## src/sgmii_mux_params.svh

```systemverilog
`ifndef SGMII_MUX_PARAMS_SVH
`define SGMII_MUX_PARAMS_SVH

// ============================================================
// port count and packet word layout
// ============================================================
`define SGMII_PORTS      5
`define PORT_IDX_W       3
`define WORD_W           134
`define DATA_W           128

// ============================================================
// buffering
// ============================================================
`define PKT_FIFO_DEPTH   256     // packet words per port
`define STAT_FIFO_DEPTH  64      // good/bad flags per port

// ============================================================
// metadata and length fields
// ============================================================
`define LEN_W            11
`define SEQ_W            32
`define SLOT_W           3
`define CARD_W           4
`define META_BYTES       32      // two metadata words in front
`define WORD_BYTES       16

// ctrl field of a packet word
`define CTRL_CODE_HEAD   2'b01
`define CTRL_CODE_MID    2'b11
`define CTRL_CODE_TAIL   2'b10

`endif

```

## src/sgmii_mux_pkg.sv

```systemverilog
`include "sgmii_mux_params.svh"

package sgmii_mux_pkg;

	// word position within a packet
	typedef enum logic [1:0]
	{
		CTRL_HEAD = `CTRL_CODE_HEAD,
		CTRL_MID  = `CTRL_CODE_MID,
		CTRL_TAIL = `CTRL_CODE_TAIL
	} ctrl_e;

	typedef struct packed
	{
		ctrl_e               ctrl;
		logic [3:0]          empty;  // unused bytes, tail only
		logic [`DATA_W-1:0]  data;
	} pkt_word_t;

	// one receive port, word path plus status path
	typedef struct packed
	{
		logic       wr;
		pkt_word_t  word;
		logic       stat_wr;
		logic       stat_ok;
	} port_in_t;

	typedef struct packed
	{
		logic [`SLOT_W-1:0]  slot_id;
		logic [`CARD_W-1:0]  card_id;
		logic [4:0]          inport;
		logic [`SEQ_W-1:0]   seq_id;
	} meta_t;

	typedef struct packed
	{
		logic               valid;
		logic [`LEN_W-1:0]  length;
	} len_word_t;

	typedef enum logic [2:0]
	{
		ST_SCAN,
		ST_DISCARD,
		ST_META0,
		ST_META1,
		ST_XMIT
	} mux_state_e;

	// what the output stage emits next cycle
	typedef enum logic [2:0]
	{
		OP_NONE,
		OP_META0,
		OP_META1,
		OP_FORWARD,
		OP_TAIL
	} build_op_e;

endpackage

```

## src/mux_fsm.sv

```systemverilog
`include "sgmii_mux_params.svh"

module mux_fsm import sgmii_mux_pkg::*;
(
	input  logic                     clk,
	input  logic                     reset,
	input  logic [`SGMII_PORTS-1:0]  stat_empty,
	input  logic [`SGMII_PORTS-1:0]  stat_ok,
	input  ctrl_e                    head_ctrl,      // selected port's head word
	input  logic                     out_almostfull,
	output logic [`PORT_IDX_W-1:0]   sel,
	output logic [`SGMII_PORTS-1:0]  rd,
	output logic [`SGMII_PORTS-1:0]  stat_rd,
	output build_op_e                build_op,
	output logic                     seq_inc,
	output logic                     len_clear,
	output logic                     len_add,
	output logic                     discard_pulse
);

	mux_state_e                state;
	mux_state_e                next_state;
	logic [`PORT_IDX_W-1:0]    port;
	logic [`PORT_IDX_W-1:0]    next_port;
	logic                      discard_done;

	// round-robin successor
	function automatic logic [`PORT_IDX_W-1:0] inc_port(input logic [`PORT_IDX_W-1:0] p);
		if (p == `PORT_IDX_W'(`SGMII_PORTS - 1))
			return '0;
		return p + 1'b1;
	endfunction

	// ============================================================
	// state and served port
	// ============================================================
	always_ff @(posedge clk or negedge reset)
	begin
		if (!reset)
		begin
			state         <= ST_SCAN;
			port          <= '0;
			discard_pulse <= 1'b0;
		end
		else
		begin
			state         <= next_state;
			port          <= next_port;
			discard_pulse <= discard_done;
		end
	end

	assign sel = port;

	// ============================================================
	// next state and strobes
	// ============================================================
	always_comb
	begin
		next_state   = state;
		next_port    = port;
		rd           = '0;
		stat_rd      = '0;
		build_op     = OP_NONE;
		seq_inc      = 1'b0;
		len_clear    = 1'b0;
		len_add      = 1'b0;
		discard_done = 1'b0;

		case (state)
			ST_SCAN:
			begin
				// downstream full, hold on this port
				if (!out_almostfull)
				begin
					if (stat_empty[port])
					begin
						next_port = inc_port(port);
					end
					else
					begin
						stat_rd[port] = 1'b1;
						next_state = stat_ok[port] ? ST_META0 : ST_DISCARD;
					end
				end
			end
			ST_DISCARD:
			begin
				rd[port] = 1'b1;   // drop one word per cycle
				if (head_ctrl == CTRL_TAIL)
				begin
					discard_done = 1'b1;
					next_state   = ST_SCAN;
					next_port    = inc_port(port);
				end
			end
			ST_META0:
			begin
				build_op   = OP_META0;
				seq_inc    = 1'b1;
				len_clear  = 1'b1;
				next_state = ST_META1;
			end
			ST_META1:
			begin
				build_op   = OP_META1;
				next_state = ST_XMIT;
			end
			ST_XMIT:
			begin
				rd[port] = 1'b1;
				if (head_ctrl == CTRL_TAIL)
				begin
					build_op   = OP_TAIL;
					next_state = ST_SCAN;
					next_port  = inc_port(port);
				end
				else
				begin
					build_op = OP_FORWARD;
					len_add  = 1'b1;
				end
			end
			default:
			begin
				next_state = ST_SCAN;
			end
		endcase
	end

endmodule

```

## config.mk

```make
export PLATFORM = sky130hd
export DESIGN_NAME = mux_fsm
export DESIGN_NICKNAME = d
export VERILOG_FILES = /design/src/sgmii_mux_pkg.sv /design/src/mux_fsm.sv
export VERILOG_INCLUDE_DIRS = /design/src /design/src/src
export SDC_FILE = /design/constraint.sdc
export NUM_CORES = 1
export LEC_CHECK = 0
export ABC_CLOCK_PERIOD_IN_PS = 2700
export CORE_AREA = 2 2 39 41
export DETAILED_ROUTE_END_ITERATION = 8
export DIE_AREA = 0 0 41 43
export DONT_BUFFER_PORTS = 1
export HOLD_SLACK_MARGIN = 0.05
export PLACE_DENSITY_LB_ADDON = 0.12
export SKIP_CTS_REPAIR_TIMING = 1
export SYNTH_ARGS = -nofsm -noshare
export SYNTH_HDL_FRONTEND = slang
export SYNTH_SLANG_ARGS = --single-unit
```

## constraint.sdc

```tcl
create_clock -name clk -period 2.7 [get_ports clk]
set_input_delay 0.27 -clock clk [delete_from_list [all_inputs] [get_ports clk]]
set_output_delay 0.27 -clock clk [all_outputs]
set_load 0.05 [all_outputs]
```

; After elaboration in Yosys (flattened, before gate mapping)
; Index checks and enable logic that the tools add are counted.
[word_totals]
output_inout_bits = 20
elab_cells = 62
regBits = 7
input_bits = 15
[classes]
magnitude_cmp = 2
add_sub_neg = 1
n_mux = 38
n_eq_ne = 12
reduce_logical = 6
[ops]
columns = operator, n
row1 = 3-bit 2-to-1 mux, 12
row2 = 5-bit 2-to-1 mux, 4
row3 = 3-bit case mux with 3 select lines, 2
row4 = 1-bit 2-to-1 mux, 15
row5 = 3-bit case mux with 4 select lines, 1
row6 = "2-bit inequality test, second input constant", 5
row7 = 1-bit binary-select mux with 3-bit select, 2
row8 = "3-bit by 2-bit == test with 1-bit output, second input constant", 2
row9 = "3-bit == test, second input constant", 2
row10 = 5-bit AND reduction, 1
row11 = "3-bit by 4-bit less-than comparator with 1-bit output, second input constant", 1
row12 = "3-bit by 1-bit adder with 3-bit output, second input constant", 1
row13 = 1-bit demux with 3-bit select, 1
row14 = "3-bit by 1-bit == test with 1-bit output, second input constant", 1
row15 = "3-bit by 1-bit >= comparator with 1-bit output, second input constant", 1
row16 = 3-bit logical NOT, 1
row17 = 3-bit AND reduction, 1
row18 = 3-bit nonzero test, 1
row19 = "2-bit == test, second input constant", 1
row20 = 2-bit 2-to-1 mux, 1
row21 = "2-bit by 1-bit inequality test with 1-bit output, second input constant", 1
row22 = 2-bit OR reduction, 1
row23 = 1-bit logical AND, 1

; Logic depth before layout (Yosys ltp)
; Gate-level depths: netlist (run 1).
[logic_depth]
depth_word = 9
ltp_mapped = 7
depth_no_buf = 5

; Worst setup path before layout (run 1)
; OpenSTA, ideal clock, no wires.
[synth_path]
path_kind = reg2out
startpoint = reg port[1], in the netlist sel[1]
endpoint = out stat_rd[0]
path_slack_ns = -0.631
t_required_ns = 2.430
arrival_time_ns = 3.061
n_path_buf = 2
stages_incl_launch_ff = 8
cell_sequence = dfrtp_1 > buf_4 > inv_1 > nand2_1 > a211oi_2 > or3_1 > buf_2 > nor4_1
[synth_between]
elab_chain_len = 7
word_cells_on_any_way = 10
cone_classes = order compare: 2 / mux: 7 / reduce/logical: 1
[synth_rtl]
columns = element, line
row1 = start: declaration, mux_fsm.sv:23  ; logic [`PORT_IDX_W-1:0] port;
row2 = start signal: assignment, mux_fsm.sv:48  ; port <= next_port;
row3 = 3-bit by 4-bit less-than comparator with 1-bit output (not written as such) or 3-bit by 1-bit >= comparator with 1-bit output (tied branches), mux_fsm.sv:82  ; stat_rd[port] = 1'b1;
row4 = 1-bit logical AND (not written as such), mux_fsm.sv:82
row5 = 1-bit 2-to-1 mux (not written as such), mux_fsm.sv:82
row6 = 1-bit demux with 3-bit select, mux_fsm.sv:82
row7 = 5-bit 2-to-1 mux (*), mux_fsm.sv:76  ; if (stat_empty[port])
row8 = 5-bit 2-to-1 mux (*), mux_fsm.sv:74  ; if (!out_almostfull)
row9 = 5-bit 2-to-1 mux (*), mux_fsm.sv:70  ; case (state)
row10 = end: declaration, mux_fsm.sv:13  ; output logic [`SGMII_PORTS-1:0] stat_rd,
; Mark *: on every way between the ends. The rest lies on a longest branch, timed or not. The select of a mux whose other input is x is not followed.

; Worst setup path after layout (run 1)
[layout_path]
startpoint = reg port[1], in the netlist sel[1]
endpoint = out stat_rd[3]
; The elaborated chain is that of the path after synthesis.

==> flow_summary.json, run 1 <==
{
  "antenna_left": 0,
  "relSlewSlack_pct": 44.67,
  "irDropWorstVdd_v": 0.0008727,
  "synth_top_area_share_pct": 26.22,
  "hpwlAfterDp_um": 1132,
  "crit_path_start": "sel[1]",
  "worstSkewPairLatency_ns": 0.25,
  "track_usage_pct": 20.12,
  "ys_async_sr_fraction_pct": 100.0,
  "hold_class": "in2reg",
  "yosysWarnings": 0,
  "finalHoldViolations": 0,
  "clk_transition_reported_paths_ns": 0.05,
  "grt_pass1_wl_um": 2394,
  "drv_slew": 0,
  "sequentialPowerShare_pct": 23.3,
  "ys.flop_type": "dfrtp_1",
  "crit_path_frequent_cell": "a211oi_2",
  "critPathMaxFanout": 14,
  "wl_um": 1439,
  "synth_fp_nets": 96,
  "synth_largest_area_cell": "dfrtp_1",
  "gp_congestion": 0.7482,
  "fmax_mhz": 406.3,
  "min_from": "head_ctrl[0]",
  "cp.required_ns": 2.43,
  "critPathMaxStageDelay_ns": 0.62,
  "cts_made_buffers": 3,
  "synth.yosys.seq_area_share_pct": 26.22,
  "cp.arrival_ns": 2.19,
  "die_area_sq_um": 1763,
  "fin_skew_ns": 0.004431,
  "netlist_area_sq_um": 668.1,
  "drt_iter0_markers": 3,
  "pwr_density_cell_nw_per_um2": 1485,
  "setup_tns_ns": 0,
  "via_per_inst": 5.745,
  "fin_crit_sh_pct": 91.17,
  "p_int_uw": 491.2,
  "cts_sinks": 7,
  "drc": 0,
  "antenna_found_initial": 0,
  "path_delay_family": "simple AND/OR/NAND/NOR gates",
  "critPathCaptureType": "output port",
  "syn_area_per_cell_sq_um": 8.457,
  "synthToLayoutAreaGrowth_pct": 19.66,
  "start_util_pct": 48.28,
  "start_kind": "flip-flop",
  "wl_per_cell_um": 13.58,
  "rows": 14,
  "drive_above_1_share_pct": 34.44,
  "cp_cell_sequence": "nor2b_1 -> a211oi_2 -> a211oi_2 -> or3_1 -> nor3_1 -> buf_4",
  "htreeDepth": 1,
  "clockBufferDepth": 2,
  "reg2reg_from": "sel[1]",
  "grt_pass1_vias": 576,
  "synthTopCellsByCount": "dfrtp_1, nand2_1, nor2_1, nor3_1, inv_1",
  "clockPowerShare_pct": 7.9,
  "path_buf_inv": 1,
  "vias": 609,
  "p_comb_share_pct": 68.8,
  "synth_edf_count": 0,
  "rsz0062_at_grt": "no",
  "swShare_pct": 58.64,
  "rrSetupSlack_ns": 0.76,
  "io_pins": 35,
  "fp.dieW_um": 41,
  "cts_tree": "built",
  "ys_ff_latch": 7,
  "grt-ovfl-total": 0,
  "fillCellCount": 145,
  "worst_pin_slew_ns": 0.8290,
  "synthTopCellsByArea": "dfrtp_1, nor3_1, a221oi_4, nand2_1, nor2_1",
  "final_nets": 108,
  "firstDrtPassIters": 4,
  "diodes": 0,
  "synth_cells": 79,
  "maxCapViolCount": 0,
  "fin_crit_ns": 2.461,
  "critPathKind": "reg2out",
  "p_total_mw": 1.188,
  "p_switching_uw": 696.4,
  "status": "finished clean",
  "port_buffers": 0,
  "ctsRootBufferMaster": "clkbuf_4",
  "grt_max_degree": 15,
  "core_sq_um": 1384,
  "setup-violations-final": 0,
  "slowest_stage": "dfrtp_1",
  "power_leakage_nw": 0.3621,
  "synth_cell_types": 34,
  "die_h_um": 43
}
-- final timing paths --
kind / endpoint / cells after the start
min in group asynchronous: discard_pulse / 1
worst max register to register: state[0] / 5
worst max-delay path: stat_rd[3] / 6
worst min register to register: sel[2] / 1
worst min-delay path: discard_pulse / 2
max in group asynchronous: state[2] / 1
-- state kept, by name, indices dropped and copies added (netlist names) --
register,flops
discard_pulse,1
sel,3
state,3
-- placed cells by master (no fill, tap or decap), types with 2 or more instances in the layout --
| cell | count |
|---|---|
| inv_1 | 5 |
| or3_1 | 3 |
| nor3_1 | 7 |
| nand2b_1 | 3 |
| mux2i_1 | 2 |
| nor2b_1 | 2 |
| dfrtp_1 | 7 |
| buf_4 | 14 |
| a211oi_2 | 2 |
| nor2_1 | 7 |
| a21oi_1 | 2 |
| nor4_2 | 3 |
| ha_1 | 2 |
| clkbuf_4 | 3 |
| nand2_1 | 7 |
| a31o_2 | 2 |
| o21ai_0 | 2 |
-- per-layer routing --
layer  wire length, um  GRT usage (%)  share of wire (%)
met4                27          14.00                1.9
met1               612          25.33                 43
met5                 0              0                  0
met2               682          29.38                 47
met3               116          3.665                8.1
-- power groups by stage --
stage	logic [mW]	clock network (mW)	registers (mW)
floorplan	0.705	0	0.268
global placement	0.811	0	0.279
detailed placement	0.815	0	0.280
CTS	0.819	0.0986	0.278
global route	0.892	0.106	0.292
finish	0.817	0.0939	0.277
-- cell families (layout without fill, tap and decap cells) --
| family | after synthesis | after routing | synth area share [%] |
|---|---|---|---|
| fa+ha+maj | 2 | 2 | 3.745 |
| xor+xnor | 1 | 1 | 1.311 |
| flops | 7 | 7 | 26.22 |
| simple gates | 38 | 38 | 30.15 |
| compound gates | 14 | 14 | 19.85 |
| buf+inv | 13 | 24 | 10.11 |
| mux | 4 | 4 | 8.613 |
-- stage by stage --
stage               hold WS (ns)  instances  setup slack (ns)  utilization [%]  instance area, sq um
floorplan               -0.02559         79           -0.2849                -                 680.7
global placement        -0.02539        101            0.5412            55.15                 763.2
detailed placement      -0.02541        101            0.4917            55.15                 763.2
CTS                      -0.2993        105            0.2024            57.05                 789.5
global route              0.2292        106           0.08439            57.78                 799.5
finish                    0.2325        106            0.2385            57.78                 799.5
-- final cells by class --
cell class / count / area (sq um) / share of cell area, %
multi-input cells: 59 / 444.2 / 55.56
well taps: 16 / 20.02 / 2.504
inverters: 5 / 18.77 / 2.347
clock buffers: 4 / 26.28 / 3.286
flip-flops and latches: 7 / 175.2 / 21.91
repair buffers: 15 / 115.1 / 14.40
Note: power is estimated with default switching activity, not from simulation.
==> inputs of run 2 (changes only) <==
--- a/config.mk
+++ b/config.mk
@@ -12,6 +12,7 @@
 export DIE_AREA = 0 0 41 43
 export DONT_BUFFER_PORTS = 1
 export HOLD_SLACK_MARGIN = 0.05
+export MAX_ROUTING_LAYER = met4
 export PLACE_DENSITY_LB_ADDON = 0.12
 export SKIP_CTS_REPAIR_TIMING = 1
 export SYNTH_ARGS = -nofsm -noshare
==> run 2 against run 1 <==
- sequential share of layout area is the same
- cell area did not move
- first-iteration DRC count stayed put
- highest routed layer unchanged
- clock skew unchanged
- largest cell class unchanged
- clock power barely moved
- core utilization stayed put
- flip-flop and latch count stayed put
==> flow_summary.json, run 2 (synthesized netlist as in run 1, its figures left out) <==
{
  "critPathKind": "reg2out",
  "min_from": "head_ctrl[0]",
  "relSlewSlack_pct": 44.67,
  "die_h_um": 43,
  "ctsRootBufferMaster": "clkbuf_4",
  "port_buffers": 0,
  "cts_made_buffers": 3,
  "fin_area_sq_um": 799.5,
  "fin_crit_sh_pct": 91.21,
  "place_area_sq_um": 763.2,
  "rrSetupSlack_ns": 0.76,
  "layout_setup_ws_ns": 0.2373,
  "wl_um": 1440,
  "die_area_sq_um": 1763,
  "power_leakage_nw": 0.3621,
  "cts_sinks": 7,
  "grt_max_degree": 15,
  "grt_pass1_wl_um": 2394,
  "synthToLayoutAreaGrowth_pct": 19.66,
  "htreeDepth": 1,
  "worstSkewPairLatency_ns": 0.25,
  "cp.arrival_ns": 2.19,
  "fin_skew_ns": 0.004431,
  "critPathMaxFanout": 14,
  "hold_path_depth": 2,
  "final_nets": 108,
  "vias": 609,
  "track_usage_pct": 20.62,
  "via_per_inst": 5.745,
  "clk_transition_reported_paths_ns": 0.05,
  "diodes": 0,
  "drc": 0,
  "fmax_mhz": 406.1,
  "drv_slew": 0,
  "hpwlAfterDp_um": 1132,
  "status": "finished clean",
  "irDropWorstVdd_v": 0.0008725,
  "fin_crit_ns": 2.463,
  "setup-violations-final": 0,
  "reg2reg_to": "state[0]",
  "drt_iter0_markers": 3,
  "setup_tns_ns": 0,
  "antenna_left": 0,
  "gp_congestion": 0.7578,
  "cp.required_ns": 2.43,
  "antenna_found_initial": 0,
  "pwr_density_cell_nw_per_um2": 1485,
  "rr_worst_depth": 5,
  "rsz0062_at_grt": "no",
  "final_common_cell": "buf_4",
  "firstDrtPassIters": 4,
  "fillCellCount": 145,
  "reg2reg_from": "sel[1]",
  "final_cell_mix": "buf_4, nor2_1, nor3_1, nand2_1, dfrtp_1",
  "clockBufferDepth": 2,
  "grt_pass1_vias": 576,
  "post-place-ws_ns": 0.4917,
  "critPathCaptureType": "output port",
  "multi_input_area_sq_um": 444.2,
  "core_sq_um": 1384,
  "worst_pin_slew_ns": 0.8290,
  "io_pins": 35,
  "drive_above_1_share_pct": 34.44,
  "finalHoldViolations": 0,
  "maxCapViolCount": 0,
  "grt-ovfl-total": 0,
  "cts_tree": "built",
  "holdPathEnd": "discard_pulse",
  "hold-worst-slack_ns": 0.2325,
  "start_kind": "flip-flop",
  "hold_class": "in2reg",
  "crit_path_start": "sel[1]",
  "start_util_pct": 48.28,
  "fp.dieW_um": 41,
  "wl_per_cell_um": 13.58,
  "seq_area_sq_um": 175.2,
  "rows": 14
}
[run 2: routing by layer]
metal,track usage [%],share of wire [%]
met1,26.32,44
met2,29.38,47
met3,2.094,7.0
met4,14.00,1.9
met5,-,0
[run 2: where the power goes]
group	internal, mW	switching (mW)
Clock	0.0563	0.0376
Combinational	0.287	0.530
Sequential	0.147	0.129
Total	0.491	0.696
[run 2: worst max-delay path by stage]
stage                 end  slack (ns)  depth (start not counted)
6_report       stat_rd[3]        0.24                          6
3_5_place_dp   stat_rd[3]        0.49                          6
4_1_cts        stat_rd[3]        0.20                          6
5_1_grt        stat_rd[3]        0.08                          6
3_3_place_gp   stat_rd[3]        0.54                          6
2_1_floorplan  stat_rd[2]       -0.28                          7
[run 2: cell type report]
| cell class | count | share of cell area [%] |
|---|---|---|
| Tap cell | 16 | 2.504 |
| Inverter | 5 | 2.347 |
| Timing Repair Buffer | 15 | 14.40 |
| Clock buffer | 4 | 3.286 |
| Sequential cell | 7 | 21.91 |
| Multi-Input combinational cell | 59 | 55.56 |
[run 2: through the flow]
| step | cells | total power, mW | util (%) |
|---|---|---|---|
| 6_report | 106 | 1.188 | 57.78 |
| 3_5_place_dp | 101 | 1.094 | 55.15 |
| 2_1_floorplan | 79 | 0.9731 | - |
| 4_1_cts | 105 | 1.196 | 57.05 |
| 5_1_grt | 106 | 1.290 | 57.78 |
| 3_3_place_gp | 101 | 1.089 | 55.15 |
[run 2: critical path: stages, from the launching register on]
cell and delay [ns]:
dfrtp_1 0.62, nor2b_1 0.11, a211oi_2 0.24, a211oi_2 0.09, or3_1 0.45, nor3_1 0.21
buf_4 0.22
