<file path="config.mk">
export PLATFORM = sky130hd
export DESIGN_NAME = frame_builder
export DESIGN_NICKNAME = d
export VERILOG_FILES = /design/src/sgmii_mux_pkg.sv /design/src/frame_builder.sv
export VERILOG_INCLUDE_DIRS = /design/src /design/src/src
export SDC_FILE = /design/constraint.sdc
export NUM_CORES = 1
export LEC_CHECK = 0
export BUFFER_PORTS_ARGS = -buffer_cell sky130_fd_sc_hd__buf_4
export CORE_AREA = 4 4 130 132
export DETAILED_ROUTE_END_ITERATION = 10
export DIE_AREA = 0 0 134 136
export HOLD_SLACK_MARGIN = 0.05
export PLACE_DENSITY = 0.71
export SLEW_MARGIN = 20
export SYNTH_ARGS = -nofsm -noshare
export SYNTH_HDL_FRONTEND = slang
export SYNTH_SLANG_ARGS = --single-unit
</file>
<file path="constraint.sdc">
create_clock -name clk -period 0.8 [get_ports clk]
set_clock_uncertainty 0.1 [all_clocks]
set_input_delay 0.08 -clock clk [delete_from_list [all_inputs] [get_ports clk]]
set_output_delay 0.08 -clock clk [all_outputs]
set_load 0.02 [all_outputs]
</file>
<file path="src/sgmii_mux_params.svh">
`ifndef SGMII_MUX_PARAMS_SVH
`define SGMII_MUX_PARAMS_SVH

// ============================================================
// port count and packet word layout
// ============================================================
`define SGMII_PORTS      5
`define PORT_IDX_W       3
`define WORD_W           134
`define DATA_W           128

// ============================================================
// buffering
// ============================================================
`define PKT_FIFO_DEPTH   256     // packet words per port
`define STAT_FIFO_DEPTH  64      // good/bad flags per port

// ============================================================
// metadata and length fields
// ============================================================
`define LEN_W            11
`define SEQ_W            32
`define SLOT_W           3
`define CARD_W           4
`define META_BYTES       32      // two metadata words in front
`define WORD_BYTES       16

// ctrl field of a packet word
`define CTRL_CODE_HEAD   2'b01
`define CTRL_CODE_MID    2'b11
`define CTRL_CODE_TAIL   2'b10

`endif

</file>
<file path="src/sgmii_mux_pkg.sv">
`include "sgmii_mux_params.svh"

package sgmii_mux_pkg;

	// word position within a packet
	typedef enum logic [1:0]
	{
		CTRL_HEAD = `CTRL_CODE_HEAD,
		CTRL_MID  = `CTRL_CODE_MID,
		CTRL_TAIL = `CTRL_CODE_TAIL
	} ctrl_e;

	typedef struct packed
	{
		ctrl_e               ctrl;
		logic [3:0]          empty;  // unused bytes, tail only
		logic [`DATA_W-1:0]  data;
	} pkt_word_t;

	// one receive port, word path plus status path
	typedef struct packed
	{
		logic       wr;
		pkt_word_t  word;
		logic       stat_wr;
		logic       stat_ok;
	} port_in_t;

	typedef struct packed
	{
		logic [`SLOT_W-1:0]  slot_id;
		logic [`CARD_W-1:0]  card_id;
		logic [4:0]          inport;
		logic [`SEQ_W-1:0]   seq_id;
	} meta_t;

	typedef struct packed
	{
		logic               valid;
		logic [`LEN_W-1:0]  length;
	} len_word_t;

	typedef enum logic [2:0]
	{
		ST_SCAN,
		ST_DISCARD,
		ST_META0,
		ST_META1,
		ST_XMIT
	} mux_state_e;

	// what the output stage emits next cycle
	typedef enum logic [2:0]
	{
		OP_NONE,
		OP_META0,
		OP_META1,
		OP_FORWARD,
		OP_TAIL
	} build_op_e;

endpackage

</file>
<file path="src/frame_builder.sv">
`include "sgmii_mux_params.svh"

module frame_builder import sgmii_mux_pkg::*;
(
	input  logic                    clk,
	input  logic                    reset,
	input  build_op_e               op,
	input  logic [`PORT_IDX_W-1:0]  sel,
	input  pkt_word_t               head,
	input  logic [`SLOT_W-1:0]      slot_id,
	input  logic [`CARD_W-1:0]      card_id,
	input  logic [`SEQ_W-1:0]       seq_id,
	input  logic [`LEN_W-1:0]       length,
	output logic                    out_valid,
	output pkt_word_t               out_word,
	output logic                    len_valid,
	output len_word_t               len_word,
	output logic                    rx_pulse
);

	// field positions inside the first metadata word
	localparam int SLOT_LSB   = 110;
	localparam int CARD_LSB   = 74;
	localparam int INPORT_LSB = 58;
	localparam int BUSY_BIT   = 63;

	meta_t      meta;
	pkt_word_t  nxt_word;
	len_word_t  nxt_len;

	always_comb
	begin
		meta.slot_id = slot_id;
		meta.card_id = card_id;
		meta.inport  = 5'(sel);
		meta.seq_id  = seq_id;

		nxt_word = head;
		nxt_len.valid  = 1'b1;
		nxt_len.length = length + `LEN_W'(`WORD_BYTES) - `LEN_W'(head.empty);

		case (op)
			OP_META0:
			begin
				nxt_word      = '0;
				nxt_word.ctrl = CTRL_HEAD;
				nxt_word.data[SLOT_LSB +: `SLOT_W]  = meta.slot_id;
				nxt_word.data[CARD_LSB +: `CARD_W]  = meta.card_id;
				nxt_word.data[INPORT_LSB +: 5]      = meta.inport;
				nxt_word.data[BUSY_BIT]             = 1'b1;
				nxt_word.data[`SEQ_W-1:0]           = meta.seq_id;
			end
			OP_META1:
			begin
				nxt_word      = '0;
				nxt_word.ctrl = CTRL_MID;
			end
			OP_FORWARD:
			begin
				if (head.ctrl == CTRL_HEAD)
					nxt_word.ctrl = CTRL_MID;   // metadata now carries the head
			end
			default:
			begin
				nxt_word = head;   // tail and idle pass the word as is
			end
		endcase
	end

	// ============================================================
	// registered output stage
	// ============================================================
	always_ff @(posedge clk or negedge reset)
	begin
		if (!reset)
		begin
			out_valid <= 1'b0;
			len_valid <= 1'b0;
			rx_pulse  <= 1'b0;
		end
		else
		begin
			out_valid <= (op != OP_NONE);
			len_valid <= (op == OP_TAIL);
			rx_pulse  <= (op == OP_TAIL);
		end
	end

	always_ff @(posedge clk)
	begin
		if (op != OP_NONE)
			out_word <= nxt_word;
		if (op == OP_TAIL)
			len_word <= nxt_len;
	end

endmodule

</file>
Word-level counts from Yosys, hierarchy flattened
Cells that the tools add are included.
- bits in registers: 147
- bits in latches: 0
- bits in writable memories: 0
- memory bits (read-only): 0
- bits of input ports: 192
- output and inout bits: 149
- word-level logic and storage cells: 17
- memories kept: 0
- add/sub/neg operators: 2
- multipliers: 0
- divide/modulo/power cells: 0
- magnitude comparators: 0
- equality and inequality tests: 5
- shift-type cells: 0
- mux-type cells: 3
- bitwise operators: 0
- reductions and logical operators: 1
- operators by type and width (operator ; number):
    case mux 132 bit (2 select lines) ; 1
    adder 11 x 5 -> 11 bit, second input constant ; 1
    subtractor 11 x 4 -> 11 bit ; 1
    equality test 3 x 2 -> 1 bit, second input constant ; 2
    case mux 2 bit (3 select lines) ; 1
    equality test 3 x 1 -> 1 bit, second input constant ; 1
    equality test 3 bit, second input constant ; 1
    nonzero test 3 bit ; 1
    equality test 2 x 1 -> 1 bit, second input constant ; 1
    2-to-1 mux 2 bit ; 1

Longest topological paths before layout
Gate-level depths: netlist of the first run.
- depth after elaboration: 3
- depth in mapped cells: 10
- mapped depth without buffers: 10

Worst setup path before layout of the first run
OpenSTA, ideal clock, no wires.
- kind: input to register
- from: in op[1]
- to: reg out_word[0] in the netlist's numbering (enable)
- library setup time: 0.502 ns
- arrival time: 3.149 ns
- required time: 0.198 ns
- path slack: -2.950 ns
- stages on the path: 2
- buffers on the path: 1
- cells stage by stage: buf_2 > or3_1
- longest elaborated chain between the ends: 1
- RTL lines (what ; line ; RTL):
    start: declaration ; frame_builder.sv:7 ; input build_op_e op,
    nonzero test 3 bit ; frame_builder.sv:91 ; if (op != OP_NONE)
    end signal: assignment ; frame_builder.sv:92 ; out_word <= nxt_word;
    end: declaration ; frame_builder.sv:15 ; output pkt_word_t out_word,
Every way passes these cells.
A chain may end at the register's enable or synchronous reset.

==> results.sh, run 1 <==
export IMPL_rsz0062_at_grt="true"
export IMPL_placed_area_um2=9175
export IMPL_dp_final_hpwl_um=14010
export IMPL_ant_nets=0
export IMPL_drive_gt1_share_pct=65.40
export IMPL_vdd_drop_max_mv=1.789
export IMPL_cts_made_buffers=17
export IMPL_synthAdderAreaFrac_pct=3.211
export IMPL_violations="hold timing, setup timing"
export IMPL_synthArstFlopShare_pct=1.361
export IMPL_grt_use_met3_pct=8.623
export IMPL_vias=5805
export IMPL_min_period_ps=1537
export IMPL_start_util_pct=38.68
export IMPL_worstPathArrival_ps=1600
export IMPL_synth_simple_area_share_pct=11.59
export IMPL_crit_path_top_delay_cell="fa_2"
export IMPL_layout_nets=1116
export IMPL_synth_area_um2=6078
export IMPL_crit_required_ps=860
export IMPL_total_power_mw=25.25
export IMPL_routed_wirelength_um=28520
export IMPL_syn_instance_count=392
export IMPL_powerDensity_nw_per_um2=1928
export IMPL_hold_path_depth=2
export IMPL_netlist_cell_type_count=37
export IMPL_grt_pass1_vias=6366
export IMPL_setup_viol=432
export IMPL_run_status="finished, violations left"
export IMPL_hold_violations=60
export IMPL_path_delay_family="adder cells"
export IMPL_critPathLaunch="head[129]"
export IMPL_hp_start="seq_id[27]"
export IMPL_yosysWarnings=0
export IMPL_fmax_ghz=0.6506
export IMPL_cp_end_kind="flip-flop"
export IMPL_grt_use_met1_pct=32.00
export IMPL_synth_compound_area_share_pct=8.234
export IMPL_tns_ps=-104650
export IMPL_cts_tree="yes"
export IMPL_h_tree_depth=4
export IMPL_multi_input_area_um2=2057
export IMPL_area_sequential_um2=4404
export IMPL_stdcell_area_um2=13090
export IMPL_leakage_nw=5.818
export IMPL_synthMuxAreaShare_pct=0.1647
export IMPL_drt_wirelength_per_cell_um=25.06
export IMPL_ys_seq_area_share_pct=72.46
export IMPL_max_cap_violations=0
export IMPL_grt_overflow_total=0
export IMPL_crit_fanout=2
export IMPL_path_cells="buf_8 > inv_12 > ha_4 > ha_4 > inv_2 > fa_2 > nor2b_4 > o31ai_4 > a311oi_2 > xor2_1"
export IMPL_fp_dieH_um=136
export IMPL_dieArea_um2=18220
export IMPL_start_kind="input port"
export IMPL_ios=341
export IMPL_synth_edff_count=145
export IMPL_fin_hold_ws_ps=-155.9
export IMPL_rows=46
export IMPL_grtUsageTotal_pct=29.04
export IMPL_core_area_um2=15710
export IMPL_drc_errors=0
export IMPL_viasPerCell=5.101
export IMPL_busiest_layer="met2"
export IMPL_synth_xor_area_share_pct=1.153
export IMPL_layout_setup_ws_ps=-737.0
export IMPL_synth_avg_cell_area_um2=15.51
export IMPL_met2_usage_pct=52.39
export IMPL_ys_seq_elements=147
export IMPL_max_clock_path_buffers=2
export IMPL_antennaDiodeCount=0
export IMPL_synth_main_ff_cell="edfxtp_1"
export IMPL_syn_num_nets=599
export IMPL_cpMostUsedCell="ha_4"
export IMPL_gp_congestion=0.7954
export IMPL_finalMaxSlewViolations=0
export IMPL_final_util_pct=83.33
export IMPL_crit_type="in -> reg"
export IMPL_grt_pass1_wl_um=38820
export IMPL_grt_max_degree=18
export IMPL_fin_crit_sh_pct=192.1
export IMPL_dr_pass1_iters=5
export IMPL_nFillCells=717
export IMPL_port_buffers=339
export IMPL_slowest_delay_ps=370
export IMPL_fp_dieW_um=134
export IMPL_synth_top_family_by_area="simple AND/OR/NAND/NOR gates"
export IMPL_path_clk_slew_ps=70
export IMPL_worst_path_buf_inv=3
export IMPL_drt_iter0_markers=351
export IMPL_area_delta_synth_final_pct=115.4
export IMPL_root_buffer="clkbuf_16"
export IMPL_antenna_found_initial=0
export IMPL_hp_class="in -> reg"
export IMPL_clock_sinks=147
export IMPL_cp_depth=10
export IMPL_place_ws_ps=-1309
-- sequential cells by signal, summed over array words and instances, names as in the netlist --
register / cells
len_word: 11
out_valid: 1
out_word: 134
rx_pulse: 1
-- timing repair --
| action | 4_1_cts | 5_1_grt |
|---|---|---|
| endpoints found under the setup margin | 420 | 435 |
| setup buffers | 28 | 18 |
| hold buffers | 74 | 5 |
| endpoints found under the hold margin | 138 | 65 |
| pin swaps | 23 | 25 |
| cloned | 37 | 6 |
| gates resized for setup | 280 | 93 |
-- routing by layer --
metal	vias up	routed length, µm
li1	2505	-
met2	371	15000
met1	2855	10070
met5	-	0
met3	74	2387
met4	0	1069
-- power by group --
part	switching (mW)	internal, mW	total (mW)	leakage (nW)
combinational	3.12	4.19	7.30	3.98
clock	3.41	4.63	8.04	0.275
sequential	0.450	9.45	9.90	1.56
total	6.97	18.3	25.2	5.82
-- final timing paths --
kind | to | slack [ps]
worst max-delay path | len_word[9] | -740
worst min-delay path | out_word[27] | -160
max in group asynchronous | rx_pulse | 70
min in group asynchronous | out_valid | 410
-- kinds of logic (layout without fill, tap and decap cells) --
family / count (synthesis) / in the layout
compound gates: 62 / 62
xor+xnor: 8 / 8
fa+ha+maj: 15 / 15
buf+inv: 39 / 566
flops: 147 / 147
mux: 1 / 1
other cells: 1 / 1
simple gates: 119 / 122
-- stage by stage --
step,std cells,hold slack (ps)
CTS,1125,-170.3
floorplan,392,-315.6
global placement,954,-237.8
global route,1138,-158.1
detailed placement,954,-236.1
finish,1138,-155.9
-- layout make-up --
cell class	count	area share, %
clock buffers	18	3.278
clock inverters	14	1.185
well taps	216	2.064
inverters	17	0.6690
multi-input cells	209	15.71
repair buffers	517	43.45
flip-flops and latches	147	33.64
-- placed cells by master (no fill, tap or decap), types with 4 or more instances in the layout --
master,synthesis,layout
nor2_1,12,11
dlygate4sd3_1,0,78
buf_6,3,169
a22o_4,0,5
ha_4,0,7
and2_4,0,88
clkbuf_16,0,22
buf_8,0,13
xnor2_1,4,4
inv_1,17,9
buf_12,0,17
edfxtp_1,145,145
buf_16,0,29
buf_4,3,206
clkinvlp_4,0,5
a22o_1,42,37
ha_1,14,6
-- synth_stat cells, types with 2 or more instances --
cell	number	area (µm²)
edfxtp_1	145	4354
and2_1	89	556.8
a22o_1	42	367.9
inv_1	17	63.81
ha_1	14	175.2
nor2_1	12	45.04
clkbuf_1	8	30.03
buf_2	7	35.03
a21oi_1	5	25.02
nand2_1	4	15.01
o21ai_0	4	20.02
xnor2_1	4	35.03
xor2_1	4	35.03
buf_4	3	22.52
buf_6	3	33.78
nand2b_1	3	18.77
dfrtp_1	2	50.05
nand3_1	2	10.01
nand3b_1	2	15.01
nor2b_1	2	12.51
nor3_1	2	10.01
o21a_1	2	15.01
o221ai_1	2	17.52
Note: power is estimated with default switching activity, not from simulation.
==> run 2, diff against run 1 <==
==> constraint.sdc (replaced) <==
create_clock -name clk -period 1.55 [get_ports clk]
set_clock_uncertainty 0.1 [all_clocks]
set_input_delay 0.155 -clock clk [delete_from_list [all_inputs] [get_ports clk]]
set_output_delay 0.155 -clock clk [all_outputs]
set_load 0.02 [all_outputs]
==> results.sh, run 2 (synthesis results as in run 1) <==
export IMPL_grt_pass1_wl_um=32510
export IMPL_tns_ps=-97.04
export IMPL_core_area_um2=15710
export IMPL_antenna_found_initial=0
export IMPL_placed_area_um2=9069
export IMPL_dr_pass1_iters=4
export IMPL_final_common_cell="buf_4"
export IMPL_dpl_cell_count=944
export IMPL_violations="setup timing"
export IMPL_drt_iter0_markers=262
export IMPL_crit_required_ps=1600
export IMPL_cp_end_kind="flip-flop"
export IMPL_drc_errors=0
export IMPL_leakage_nw=5.062
export IMPL_dp_final_hpwl_um=14080
export IMPL_grtUsageTotal_pct=23.53
export IMPL_grt_pass1_vias=5864
export IMPL_fin_crit_sh_pct=104.1
export IMPL_mostFrequentLayoutCells="buf_4 (352), dlygate4sd3_1 (180), edfxtp_1 (145)"
export IMPL_cts_tree="yes"
export IMPL_final_util_pct=73.37
export IMPL_worstPathArrival_ps=1660
export IMPL_crit_fanout=2
export IMPL_viasPerCell=4.706
export IMPL_hold_violations=0
export IMPL_regMostFlops="out_word"
export IMPL_fp_dieH_um=136
export IMPL_finalMaxSlewViolations=0
export IMPL_layout_setup_ws_ps=-63.20
export IMPL_crit_type="in -> reg"
export IMPL_top_regs="out_word x134, len_word x11"
export IMPL_antennaDiodeCount=0
export IMPL_grt_overflow_total=0
export IMPL_largest_reg_flops=134
export IMPL_grt_max_degree=69
export IMPL_hp_class="in -> reg"
export IMPL_vias=5445
export IMPL_start_util_pct=38.68
export IMPL_root_buffer="clkbuf_16"
export IMPL_ant_nets=0
export IMPL_max_clock_path_buffers=2
export IMPL_place_ws_ps=-650.3
export IMPL_rows=46
export IMPL_fin_hold_ws_ps=90.58
export IMPL_layout_nets=1135
export IMPL_run_status="finished, violations left"
export IMPL_drt_wirelength_per_cell_um=18.94
export IMPL_min_period_ps=1613
export IMPL_path_clk_slew_ps=60
export IMPL_area_delta_synth_final_pct=89.67
export IMPL_vdd_drop_max_mv=0.6810
export IMPL_routed_wirelength_um=21920
export IMPL_drive_gt1_share_pct=43.89
export IMPL_cts_made_buffers=17
export IMPL_rsz0062_at_grt="true"
export IMPL_stdcell_count=1157
export IMPL_fp_dieW_um=134
export IMPL_setup_viol=2
export IMPL_gp_congestion=0.8463
export IMPL_dieArea_um2=18220
export IMPL_max_cap_violations=0
export IMPL_h_tree_depth=4
export IMPL_powerDensity_nw_per_um2=1023
export IMPL_clock_sinks=147
export IMPL_ios=341
export IMPL_stdcell_area_um2=11530
export IMPL_fmax_ghz=0.6199
export IMPL_port_buffers=339
export IMPL_start_kind="input port"
export IMPL_total_power_mw=11.80
## run 2: cell types whose count changed in the layout (fill, tap and decap cells not counted), sizes merged
cell and change:
clkinv +2, or3 -1, clkbuf -5, buf -75
dlygate4sd3 +102, clkinvlp -2, nand2 -2
## run 2: report_power, final
group,internal (mW),switching (mW),leakage (nW)
clock,2.36,1.61,0.274
sequential,4.87,0.142,1.56
combinational,1.47,1.36,3.23
## run 2: area by class of cell
class / instances / area (µm²)
clock inverters: 14 / 137.6
well taps: 216 / 270.3
multi-input cells: 206 / 1632
inverters: 17 / 76.32
flip-flops and latches: 147 / 4404
fillers: 981 / 4184
clock buffers: 18 / 429.2
repair buffers: 539 / 4579
## run 2: critical path, stage by stage
cell	delay, ps
buf_8	90
inv_12	30
ha_4	260
ha_4	120
inv_2	40
fa_2	370
nor2b_4	160
o31ai_4	90
a311oi_2	240
xor2_1	110
## run 2: repair_timing
action	CTS	global route
hold buffers	180	0
cloned	0	0
buffers inserted	1	0
hold endpoints to repair	137	0
pin swaps	4	1
setup endpoints to repair	5	5
resized for setup	9	7
## run 2: final timing paths
check / from / end / slack, ps / cells past startpoint
worst max-delay path: head[129] / len_word[9] / -60 / 10
worst min-delay path: head[130] / out_word[130] / 90 / 4
max in group asynchronous: reset / rx_pulse / 720 / 3
min in group asynchronous: reset / out_valid / 510 / 3
## run 2: layer usage
| metal | wire length, µm | vias up | part of all wire (%) | track usage [%] |
|---|---|---|---|---|
| li1 | - | 2520 | - | - |
| met1 | 7903 | 2591 | 36 | 24.98 |
| met2 | 11400 | 290 | 52 | 42.59 |
| met3 | 1938 | 44 | 8.8 | 8.808 |
| met4 | 672 | 0 | 3.1 | 8.914 |
| met5 | 0 | - | 0 | 0 |
==> run 3, diff against run 2 <==
--- a/config.mk
+++ b/config.mk
@@ -7,11 +7,13 @@
 export NUM_CORES = 1
 export LEC_CHECK = 0
 export BUFFER_PORTS_ARGS = -buffer_cell sky130_fd_sc_hd__buf_4
-export CORE_AREA = 4 4 130 132
+export CORE_ASPECT_RATIO = 0.7
+export CORE_MARGIN = 4
+export CORE_UTILIZATION = 44
 export DETAILED_ROUTE_END_ITERATION = 10
-export DIE_AREA = 0 0 134 136
 export HOLD_SLACK_MARGIN = 0.05
-export PLACE_DENSITY = 0.71
+export PLACE_DENSITY = 0.8
+export SKIP_LAST_GASP = 1
 export SLEW_MARGIN = 20
 export SYNTH_ARGS = -nofsm -noshare
 export SYNTH_HDL_FRONTEND = slang
==> results.sh, run 3 (synthesis results as in run 1) <==
export IMPL_area_sequential_um2=4404
export IMPL_start_kind="input port"
export IMPL_fp_dieH_um=106.3
export IMPL_setup_viol=11
export IMPL_max_clock_path_buffers=2
export IMPL_top_regs="out_word x134, len_word x11"
export IMPL_fin_crit_sh_pct=113.1
export IMPL_rows=35
export IMPL_final_common_cell="buf_4"
export IMPL_start_util_pct=45.51
export IMPL_vias=6188
export IMPL_ios=341
export IMPL_hp_start="length[1]"
export IMPL_nFillCells=510
export IMPL_port_buffers=339
export IMPL_stdcell_area_um2=11730
export IMPL_grt_overflow_total=0
export IMPL_grt_pass1_wl_um=38500
export IMPL_total_power_mw=12.37
export IMPL_antenna_found_initial=6
export IMPL_min_period_ps=1753
export IMPL_clock_sinks=147
export IMPL_rsz0062_at_grt="true"
export IMPL_root_buffer="clkbuf_16"
export IMPL_vdd_drop_max_mv=0.8083
export IMPL_layout_setup_ws_ps=-203.4
export IMPL_leakage_nw=5.186
export IMPL_whs_endpoint="len_word[1]"
export IMPL_fin_hold_ws_ps=76.07
export IMPL_viasPerCell=5.400
export IMPL_drt_wirelength_per_cell_um=25.65
export IMPL_crit_required_ps=1720
export IMPL_core_area_um2=13360
export IMPL_regMostFlops="out_word"
export IMPL_h_tree_depth=4
export IMPL_crit_fanout=2
export IMPL_max_cap_violations=0
export IMPL_largest_reg_flops=134
export IMPL_powerDensity_nw_per_um2=1055
export IMPL_final_util_pct=87.78
export IMPL_path_clk_slew_ps=60
export IMPL_gp_congestion=0.8929
export IMPL_grt_pass1_vias=6487
export IMPL_fmax_ghz=0.5703
export IMPL_area_delta_synth_final_pct=92.90
export IMPL_drive_gt1_share_pct=45.07
export IMPL_hold_violations=0
export IMPL_drc_errors=0
export IMPL_violations="setup timing"
export IMPL_hp_class="in -> reg"
export IMPL_multi_input_area_um2=1637
export IMPL_routed_wirelength_um=29400
export IMPL_worstPathArrival_ps=1920
export IMPL_fp_dieW_um=148.5
export IMPL_dp_final_hpwl_um=14390
export IMPL_cts_made_buffers=17
export IMPL_cp_end_kind="flip-flop"
export IMPL_run_status="finished, violations left"
export IMPL_dieArea_um2=15790
export IMPL_crit_type="in -> reg"
export IMPL_layout_nets=1148
export IMPL_ant_nets=0
export IMPL_grt_max_degree=56
export IMPL_placed_area_um2=9099
export IMPL_grtUsageTotal_pct=32.77
export IMPL_dr_pass1_iters=5
export IMPL_hold_path_depth=3
export IMPL_mostFrequentLayoutCells="buf_4 (359), dlygate4sd3_1 (177), edfxtp_1 (145)"
export IMPL_finalMaxSlewViolations=0
export IMPL_cts_tree="yes"
export IMPL_drt_iter0_markers=500
[run 3: worst max path at each step]
stage                   end  slack (ps)      start
2_1_floorplan   len_word[9]        -380  head[129]
3_3_place_gp    len_word[9]        -620  head[129]
3_5_place_dp    len_word[9]        -650  head[129]
4_1_cts         len_word[9]         -70  length[1]
5_1_grt        len_word[10]        -210  head[130]
6_report       len_word[10]        -200  head[130]
[run 3: repair_timing]
item	CTS	global route
hold buffers	178	8
gates cloned	0	3
endpoints found under the setup margin	5	19
pin swaps	5	6
setup buffers	0	7
resized for setup	9	16
hold endpoints to repair	135	8
[run 3: metrics by stage]
step	setup WS [ps]	instances	setup TNS (ps)
finish	-203.4	1146	-743.3
global route	-208.4	1145	-890.4
CTS	-71.74	1129	-82.57
detailed placement	-651.3	919	-3503
global placement	-615.7	919	-2949
floorplan	-381.7	392	-27730
[run 3: final cells by class]
cell class,count,share of cell area [%]
Antenna cell,7,0.1494
Clock buffer,17,3.628
Clock inverter,15,1.430
Inverter,17,0.6723
Multi-Input combinational cell,206,13.96
Sequential cell,147,37.56
Tap cell,185,1.974
Timing Repair Buffer,552,40.63
[run 3: worst max-delay path: stages]
cell	delay, ps
buf_4	110
inv_2	110
ha_4	230
ha_1	340
a21oi_2	260
o221ai_2	170
o41a_1	430
nand3_1	90
[run 3: routing by layer]
layer | global-route usage, % | part of all wire [%]
met3 | 8.990 | 9.0
met1 | 35.63 | 33
met2 | 58.09 | 51
met5 | 0 | 0
met4 | 17.86 | 6.5
[run 3: power breakdown]
| part | internal, mW | total [mW] | switching, mW |
|---|---|---|---|
| clock | 2.42 | 4.26 | 1.83 |
| sequential | 4.87 | 5.05 | 0.184 |
| combinational | 1.53 | 3.06 | 1.53 |
